## src/common/commit_defines.svh

```systemverilog
`ifndef COMMIT_DEFINES_SVH
`define COMMIT_DEFINES_SVH

// reorder-buffer geometry.
`define ROB_DEPTH 8
`define ROB_IDX_W 3

// architectural register index and physical tag widths.
`define AREG_W 5
`define PREG_W 6

// exception handler entry point.
`define EXC_VECTOR 32'hBFC00380

// fall-through past a branch and its delay slot.
`define DS_OFFSET 32'd8

`endif

```

## src/common/commitPkg.sv

```systemverilog
`include "commit_defines.svh"

package commitPkg;

    typedef enum logic [1:0] {
        normal,
        conditional,
        jump
    } branchKind;

    typedef enum logic [1:0] {
        none,
        syscall,
        overflow,
        addrError
    } excKind;

    // one executed micro-op as it sits in the reorder buffer.
    typedef struct packed {
        logic                valid;
        logic                isBubble;    // empty delay-slot filler.
        logic [31:0]         pc;
        branchKind           branchKind;
        logic                branchTaken;
        logic [31:0]         branchAddr;
        logic                predTaken;
        logic [31:0]         predAddr;
        logic                dstWe;
        logic [`AREG_W-1:0]  dstArch;
        logic [`PREG_W-1:0]  dstPhys;
        logic [`PREG_W-1:0]  dstStale;    // previous mapping of dstArch.
        logic                causeExc;
        excKind              excKind;
    } retireEntry;

    typedef struct packed {
        retireEntry slot0;
        retireEntry slot1;
    } retirePair;

    typedef struct packed {
        logic                wrReg;
        logic [`AREG_W-1:0]  archReg;
        logic [`PREG_W-1:0]  physReg;
        logic [`PREG_W-1:0]  staleReg;
    } commitReq;

    typedef struct packed {
        logic        valid;
        logic [31:0] pc;
    } redirectInfo;

endpackage

```

## src/hw/archMapUpdate.sv

```systemverilog
`timescale 1ns/1ps
`include "commit_defines.svh"

module archMapUpdate (
    input  logic                clk,
    input  logic                rstN,
    input  logic                commitValid0,
    input  logic                commitValid1,
    input  commitPkg::commitReq commitReq0,
    input  commitPkg::commitReq commitReq1,
    input  logic [`AREG_W-1:0]  archReadAddr,
    output logic [`PREG_W-1:0]  archReadPhys,
    output logic                freeValid0,
    output logic                freeValid1,
    output logic [`PREG_W-1:0]  freeReg0,
    output logic [`PREG_W-1:0]  freeReg1
);

    localparam int ArchRegs = 1 << `AREG_W;

    logic [`PREG_W-1:0] mapTable [ArchRegs];
    logic               wr0;
    logic               wr1;

    assign wr0 = commitValid0 && commitReq0.wrReg;
    assign wr1 = commitValid1 && commitReq1.wrReg;

    // committed mapping, identity out of reset.
    always_ff @(posedge clk) begin
        if (!rstN) begin
            for (int i = 0; i < ArchRegs; i++) begin
                mapTable[i] <= `PREG_W'(i);
            end
        end else begin
            if (wr0 && commitReq0.archReg != '0) begin
                mapTable[commitReq0.archReg] <= commitReq0.physReg;
            end
            // younger slot wins on the same register.
            if (wr1 && commitReq1.archReg != '0) begin
                mapTable[commitReq1.archReg] <= commitReq1.physReg;
            end
        end
    end

    always_ff @(posedge clk) begin
        if (!rstN) begin
            freeValid0 <= 1'b0;
            freeValid1 <= 1'b0;
        end else begin
            freeValid0 <= wr0;                // r0 stale tag is freed too.
            freeValid1 <= wr1;
        end
    end

    always_ff @(posedge clk) begin
        freeReg0 <= commitReq0.staleReg;
        freeReg1 <= commitReq1.staleReg;
    end

    assign archReadPhys = mapTable[archReadAddr];

endmodule

```

## src/hw/commitStage/commitStage.sv

```systemverilog
`timescale 1ns/1ps
`include "commit_defines.svh"

module commitStage (
    input  logic                   clk,
    input  logic                   rstN,
    input  logic                   retireValid,
    input  commitPkg::retirePair   retire,
    output logic                   flushReq,
    output commitPkg::redirectInfo redirect,
    output commitPkg::excKind      excCode,
    output logic                   commitValid0,
    output logic                   commitValid1,
    output commitPkg::commitReq    commitReq0,
    output commitPkg::commitReq    commitReq1
);

    import commitPkg::*;

    retireEntry  s0;
    retireEntry  s1;
    logic        isBranch0;
    logic        dirMiss;
    logic        tgtMiss;
    logic        slot1Bubble;
    logic        excNow;
    logic [31:0] target;

    logic        mispredQ;
    logic        waitDelaySlot;
    logic        waitDoneQ;
    logic        excQ;
    excKind      excKindQ;
    logic [31:0] targetQ;

    assign s0 = retire.slot0;
    assign s1 = retire.slot1;

    assign excNow    = retireValid && s0.valid && s0.causeExc;
    assign isBranch0 = retireValid && s0.valid && !s0.isBubble && !s0.causeExc
                       && (s0.branchKind != normal);

    // direction first, target only matters when taken.
    assign dirMiss = isBranch0 && (s0.branchTaken != s0.predTaken);
    assign tgtMiss = isBranch0 && !dirMiss && s0.branchTaken
                     && (s0.branchAddr != s0.predAddr);

    assign slot1Bubble = s1.valid && s1.isBubble;
    assign target      = s0.branchTaken ? s0.branchAddr : s0.pc + `DS_OFFSET;

    always_ff @(posedge clk) begin
        if (!rstN) begin
            mispredQ      <= 1'b0;
            waitDelaySlot <= 1'b0;
            waitDoneQ     <= 1'b0;
            excQ          <= 1'b0;
            commitValid0  <= 1'b0;
            commitValid1  <= 1'b0;
        end else begin
            mispredQ  <= (dirMiss || tgtMiss) && !slot1Bubble && !flushReq;
            waitDoneQ <= waitDelaySlot && retireValid && !flushReq;
            excQ      <= excNow && !flushReq;

            if (flushReq) begin
                waitDelaySlot <= 1'b0;
            end else if ((dirMiss || tgtMiss) && slot1Bubble) begin
                waitDelaySlot <= 1'b1;        // delay slot still in flight.
            end else if (retireValid) begin
                waitDelaySlot <= 1'b0;
            end

            // bubbles and faulting ops never commit.
            commitValid0 <= retireValid && s0.valid && !s0.isBubble
                            && !s0.causeExc && !flushReq;
            // past the delay slot is wrong path.
            commitValid1 <= retireValid && s1.valid && !s1.isBubble
                            && !s1.causeExc && !waitDelaySlot && !flushReq;
        end
    end

    always_ff @(posedge clk) begin
        if (isBranch0) begin
            targetQ <= target;                // held across a delay-slot wait.
        end
        excKindQ <= s0.excKind;

        commitReq0.wrReg    <= s0.dstWe;
        commitReq0.archReg  <= s0.dstArch;
        commitReq0.physReg  <= s0.dstPhys;
        commitReq0.staleReg <= s0.dstStale;

        commitReq1.wrReg    <= s1.dstWe;
        commitReq1.archReg  <= s1.dstArch;
        commitReq1.physReg  <= s1.dstPhys;
        commitReq1.staleReg <= s1.dstStale;
    end

    assign flushReq = mispredQ || waitDoneQ || excQ;

    always_comb begin
        redirect.valid = flushReq;
        redirect.pc    = excQ ? `EXC_VECTOR : targetQ;
        excCode        = excQ ? excKindQ : none;
    end

endmodule

```

## src/hw/commitTop.sv

```systemverilog
`timescale 1ns/1ps
`include "commit_defines.svh"

module commitTop (
    input  logic                   clk,
    input  logic                   rstN,
    input  logic                   enqValid,
    input  commitPkg::retireEntry  enqEntry,
    output logic                   robFull,
    output commitPkg::redirectInfo redirect,
    output commitPkg::excKind      excCode,
    input  logic [`AREG_W-1:0]     archReadAddr,
    output logic [`PREG_W-1:0]     archReadPhys,
    output logic                   freeValid0,
    output logic                   freeValid1,
    output logic [`PREG_W-1:0]     freeReg0,
    output logic [`PREG_W-1:0]     freeReg1
);

    import commitPkg::*;

    logic       retireValid;
    retirePair  retire;
    logic       flushReq;
    logic       commitValid0;
    logic       commitValid1;
    commitReq   commitReq0;
    commitReq   commitReq1;

    robHead uRobHead (
        .clk         (clk),
        .rstN        (rstN),
        .enqValid    (enqValid),
        .enqEntry    (enqEntry),
        .flushReq    (flushReq),
        .retireValid (retireValid),
        .retire      (retire),
        .robFull     (robFull)
    );

    commitStage uCommitStage (
        .clk          (clk),
        .rstN         (rstN),
        .retireValid  (retireValid),
        .retire       (retire),
        .flushReq     (flushReq),
        .redirect     (redirect),
        .excCode      (excCode),
        .commitValid0 (commitValid0),
        .commitValid1 (commitValid1),
        .commitReq0   (commitReq0),
        .commitReq1   (commitReq1)
    );

    archMapUpdate uArchMapUpdate (
        .clk          (clk),
        .rstN         (rstN),
        .commitValid0 (commitValid0),
        .commitValid1 (commitValid1),
        .commitReq0   (commitReq0),
        .commitReq1   (commitReq1),
        .archReadAddr (archReadAddr),
        .archReadPhys (archReadPhys),
        .freeValid0   (freeValid0),
        .freeValid1   (freeValid1),
        .freeReg0     (freeReg0),
        .freeReg1     (freeReg1)
    );

endmodule

```

## src/hw/robHead/robHead.sv

```systemverilog
`timescale 1ns/1ps
`include "commit_defines.svh"

module robHead (
    input  logic                  clk,
    input  logic                  rstN,
    input  logic                  enqValid,
    input  commitPkg::retireEntry enqEntry,
    input  logic                  flushReq,
    output logic                  retireValid,
    output commitPkg::retirePair  retire,
    output logic                  robFull
);

    import commitPkg::*;

    retireEntry              mem [`ROB_DEPTH];
    logic [`ROB_IDX_W-1:0]   head;
    logic [`ROB_IDX_W-1:0]   tail;
    logic [`ROB_IDX_W:0]     count;
    logic [`ROB_IDX_W-1:0]   headNext;
    logic                    doEnq;
    logic [1:0]              retireNum;
    retireEntry              entry0;
    retireEntry              entry1;

    assign headNext = `ROB_IDX_W'(head + 1'b1);
    assign entry0   = mem[head];
    assign entry1   = mem[headNext];
    assign robFull  = (count == `ROB_DEPTH);
    assign doEnq    = enqValid && !robFull;

    // how many entries leave the head this cycle.
    always_comb begin
        retireNum = 2'd0;
        if (count != 0) begin
            if (entry0.causeExc) begin
                retireNum = 2'd1;             // exception goes alone.
            end else if (entry0.branchKind != normal) begin
                // branch waits for its delay slot or a bubble.
                if (count >= 2) begin
                    retireNum = 2'd2;
                end
            end else if (count >= 2 && entry1.branchKind == normal && !entry1.causeExc) begin
                retireNum = 2'd2;
            end else begin
                retireNum = 2'd1;
            end
        end
        if (flushReq) begin
            retireNum = 2'd0;                 // wrong path behind a flush.
        end
    end

    always_comb begin
        retire.slot0       = entry0;
        retire.slot1       = entry1;
        retire.slot0.valid = (retireNum != 2'd0);
        retire.slot1.valid = (retireNum == 2'd2);
    end

    assign retireValid = (retireNum != 2'd0);

    always_ff @(posedge clk) begin
        if (!rstN) begin
            head  <= '0;
            tail  <= '0;
            count <= '0;
        end else if (flushReq) begin
            head  <= '0;
            tail  <= '0;
            count <= '0;
        end else begin
            head  <= `ROB_IDX_W'(head + retireNum);
            count <= count + doEnq - retireNum;
            if (doEnq) begin
                tail <= `ROB_IDX_W'(tail + 1'b1);
            end
        end
    end

    // payload storage.
    always_ff @(posedge clk) begin
        if (doEnq) begin
            mem[tail] <= enqEntry;
        end
    end

endmodule

```

## config.mk

```make
export PLATFORM = sky130hd
export DESIGN_NAME = commitTop
export DESIGN_NICKNAME = d
export VERILOG_FILES = /design/src/common/commitPkg.sv /design/src/hw/archMapUpdate.sv /design/src/hw/commitStage/commitStage.sv /design/src/hw/commitTop.sv /design/src/hw/robHead/robHead.sv
export VERILOG_INCLUDE_DIRS = /design/src /design/src/common
export SDC_FILE = /design/constraint.sdc
export NUM_CORES = 2
export LEC_CHECK = 0
export BUFFER_PORTS_ARGS = -buffer_cell sky130_fd_sc_hd__clkbuf_2
export CELL_PAD_IN_SITES_DETAIL_PLACEMENT = 0
export CELL_PAD_IN_SITES_GLOBAL_PLACEMENT = 1
export CORE_ASPECT_RATIO = 1.25
export CORE_MARGIN = 3
export CORE_UTILIZATION = 50
export CTS_CLUSTER_DIAMETER = 120
export DETAILED_ROUTE_END_ITERATION = 10
export GPL_ROUTABILITY_DRIVEN = 0
export PLACE_DENSITY = 0.7
export SLEW_MARGIN = 20
export SYNTH_ARGS = -nofsm -noshare
export SYNTH_HDL_FRONTEND = slang
export SYNTH_HIERARCHICAL = 1
export SYNTH_SLANG_ARGS = --single-unit
```

## constraint.sdc

```tcl
create_clock -name clk -period 37.5 [get_ports clk]
set_input_delay 7.5 -clock clk [delete_from_list [all_inputs] [get_ports clk]]
set_output_delay 7.5 -clock clk [all_outputs]
set_load 0.01 [all_outputs]
```

==> impl_metrics.ini <==
[outcome]
outcome = finished clean

[detailed_routing]
detail_route.first_pass.iterations = 6
num_vias = 29100
detail_route.iter0.violations = 2524
ant_nets = 0
wl_per_cell_um = 29.4
drc = 0
post_drt_via_cell_ratio = 6.39
drt_wl_total_um = 134000

[timing]
maxSlewHeadroom_pct = 23.1
timing.fmax_mhz = 57.2
final_min_period_over_clock_period_pct = 46.6
transition_time_at_the_pin_with_the_least_slew_margin_ns = 1.15
setup_repair_after_global_routing_missed_its_margin = no
finalHoldViolations = 0
drv_slew = 0
final.setup.tns_ns = 0
final_critical_delay_including_setup_and_external_delays_ns = 17.49
clock_skew_ns = 0.0212
final-setup-viol-count = 0

[cts]
path_clk_slew_ns = 0.06
cts_tree = done
cts_root_buf = sky130_fd_sc_hd__clkbuf_16
ctsResizeCount = 0
clkLatencyLatePin_ns = 0.71
post_cts_buffers = 0
cts.sink_count = 1268
cts_max_level = 3
tritoncts.num_buffers = 120
post_cts_hold_buffer_count = 0
ctsLongestPathBuffers = 3

[critical_path]
worst-endpoint-arrival_ns = 9.99
r2r_end = uCommitStage/waitDelaySlot
worst-r2r-cell-count = 10
crit_path_start = archReadAddr[1]
critical_path.max_fanout = 48
timing.critical_path.required_ns = 30.00
setup.worst_path.class = input pin to primary output
r2r_start = uRobHead/head[0]
timing.critical_path.to = archReadPhys[5]
worst-r2r-setup-slack_ns = 31.51
startpoint_class = input pin
worstSetupEndpointType = primary output

[pwr]
power.leakage_uw = 0.0183
cellInternalPower_uw = 2740
p_total_uw = 3970
power-per-cell-area_nw_per_um2 = 66.3
clock_power_share_pct = 29.4
power.share.switching_pct = 30.9
share_seq_of_total_power_pct = 45.0
p_sw_uw = 1220
ir_drop_mv = 0.0540
share_comb_of_total_power_pct = 25.6

[floorplanning]
fp.dieH_um = 372
floorplan.io_pins = 187
core_um2 = 106000
core.rowCount = 133
die_area_um2 = 111000
floorplan.initialDensity_pct = 50.8
die_w_um = 299

[global_routing]
grt_pass1_vias = 30400
antenna_found_initial = 24
global_route.overflow_total = 0
maximum_number_of_pins_on_one_net_before_global_route_repair = 90
grt_pass1_wl_um = 199000
grt_use_total_pct = 24.2

[min_path]
min_path_type = flop to flop

[place]
placed_cells = 4326
io_buffer_count = 185
placedInstanceArea_um2 = 56000
post_dp_hpwl_um = 80900

[layout]
layout.cell_area.non_filler_um2 = 59800
fin_nets = 3175
layout-area-overhead-vs-synth_pct = 11.3
final_layout_size_suffix_gt1_share_pct = 31.6
post_layout_nonfiller_instances = 4548

[yosys]
synth_warnings = 6
post_synth_instance_area_um2 = 53700
synth_cells = 2907
synth_area_per_cell_um2 = 18.5

[job]
max_cap_viol_count = 0
## cells in the final DEF (no fill, tap or decap), types with 19 or more instances in the layout
| cell | n |
|---|---|
| sky130_fd_sc_hd__edfxtp_1 | 1200 |
| sky130_fd_sc_hd__mux4_2 | 345 |
| sky130_fd_sc_hd__clkbuf_2 | 184 |
| sky130_fd_sc_hd__mux2_2 | 160 |
| sky130_fd_sc_hd__clkbuf_16 | 122 |
| sky130_fd_sc_hd__nand4_1 | 113 |
| sky130_fd_sc_hd__nand3_1 | 106 |
| sky130_fd_sc_hd__o31ai_1 | 105 |
| sky130_fd_sc_hd__nor4_1 | 83 |
| sky130_fd_sc_hd__a31oi_1 | 75 |
| sky130_fd_sc_hd__buf_4 | 62 |
| sky130_fd_sc_hd__nor3_1 | 60 |
| sky130_fd_sc_hd__dfxtp_1 | 59 |
| sky130_fd_sc_hd__nand2_1 | 43 |
| sky130_fd_sc_hd__xor2_1 | 40 |
| sky130_fd_sc_hd__clkbuf_1 | 35 |
| sky130_fd_sc_hd__xnor2_1 | 23 |
| sky130_fd_sc_hd__nor2b_1 | 21 |
| sky130_fd_sc_hd__clkinv_2 | 19 |
| sky130_fd_sc_hd__inv_1 | 19 |
## flip-flops by register name, summed over array words and instances (netlist names)
name and cells:
uRobHead/mem 976, uArchMapUpdate/freeReg0 6, uRobHead/head 3, uCommitStage/commitValid1 1, uCommitStage/commitValid0 1, uArchMapUpdate/freeReg1 6
uCommitStage/targetQ 32, uCommitStage/excKindQ 2, uCommitStage/waitDelaySlot 1, uArchMapUpdate/freeValid1 1, uArchMapUpdate/mapTable 192, uCommitStage/waitDoneQ 1
uCommitStage/mispredQ 1, uRobHead/count 4, uCommitStage/commitReq1 18, uArchMapUpdate/freeValid0 1, uCommitStage/commitReq0 18, uRobHead/tail 3
uCommitStage/excQ 1
## area by class of cell
cell class | instances | area, um^2
fill | 8015 | 46000
sequential | 1268 | 37400
multi-input combinational | 1370 | 15300
clock buffer | 160 | 3230
tap | 1417 | 1770
timing repair buffer | 249 | 1430
clock inverter | 51 | 546
inverter | 22 | 82.6
antenna | 11 | 27.5
## worst max-delay path, stage by stage
cell,delay [ns]
sky130_fd_sc_hd__buf_2,0.08
sky130_fd_sc_hd__buf_4,0.74
sky130_fd_sc_hd__mux4_2,0.68
sky130_fd_sc_hd__mux4_2,0.54
sky130_fd_sc_hd__mux2_2,0.29
sky130_fd_sc_hd__clkbuf_2,0.13
## per-stage QoR
| stage | utilization, % | setup WS [ns] | hold WS [ns] |
|---|---|---|---|
| after floorplan | - | 20.61 | 0.310 |
| after detailed placement | 52.9 | 19.96 | 0.313 |
| after CTS | 56.5 | 19.96 | 0.322 |
| after global routing | 56.5 | 19.86 | 0.331 |
| final | 56.5 | 20.01 | 0.323 |
| after global placement | 52.9 | 19.98 | 0.312 |
## worst min-delay path by stage
stage	from	end	slack, ns	cells past startpoint
6_report	uCommitStage/commitReq1[3]	uArchMapUpdate/freeReg1[3]	0.32	0
5_1_grt	uCommitStage/commitReq0[4]	uArchMapUpdate/freeReg0[4]	0.33	0
4_1_cts	uCommitStage/commitReq0[1]	uArchMapUpdate/freeReg0[1]	0.32	0
3_5_place_dp	uCommitStage/commitReq0[1]	uArchMapUpdate/freeReg0[1]	0.31	0
3_3_place_gp	uCommitStage/commitReq0[4]	uArchMapUpdate/freeReg0[4]	0.31	0
2_1_floorplan	uCommitStage/commitReq0[0]	uArchMapUpdate/freeReg0[0]	0.31	0
## power by group through the flow
stage / combinational, uW / sequential, uW / clock, uW
after floorplan: 729 / 1760 / 0
after global placement: 1010 / 1810 / 0
after detailed placement: 1020 / 1810 / 0
after CTS: 1030 / 1780 / 1190
after global routing: 1080 / 1800 / 1250
final: 1010 / 1780 / 1170
## layer usage
metal  track usage [%]  share of wire [%]
met1              30.1                 37
met2              42.9                 53
met3              4.51                7.4
met4              8.07                2.8
met5                 0               0.11
No activity file was read; power rests on OpenSTA's default activity.
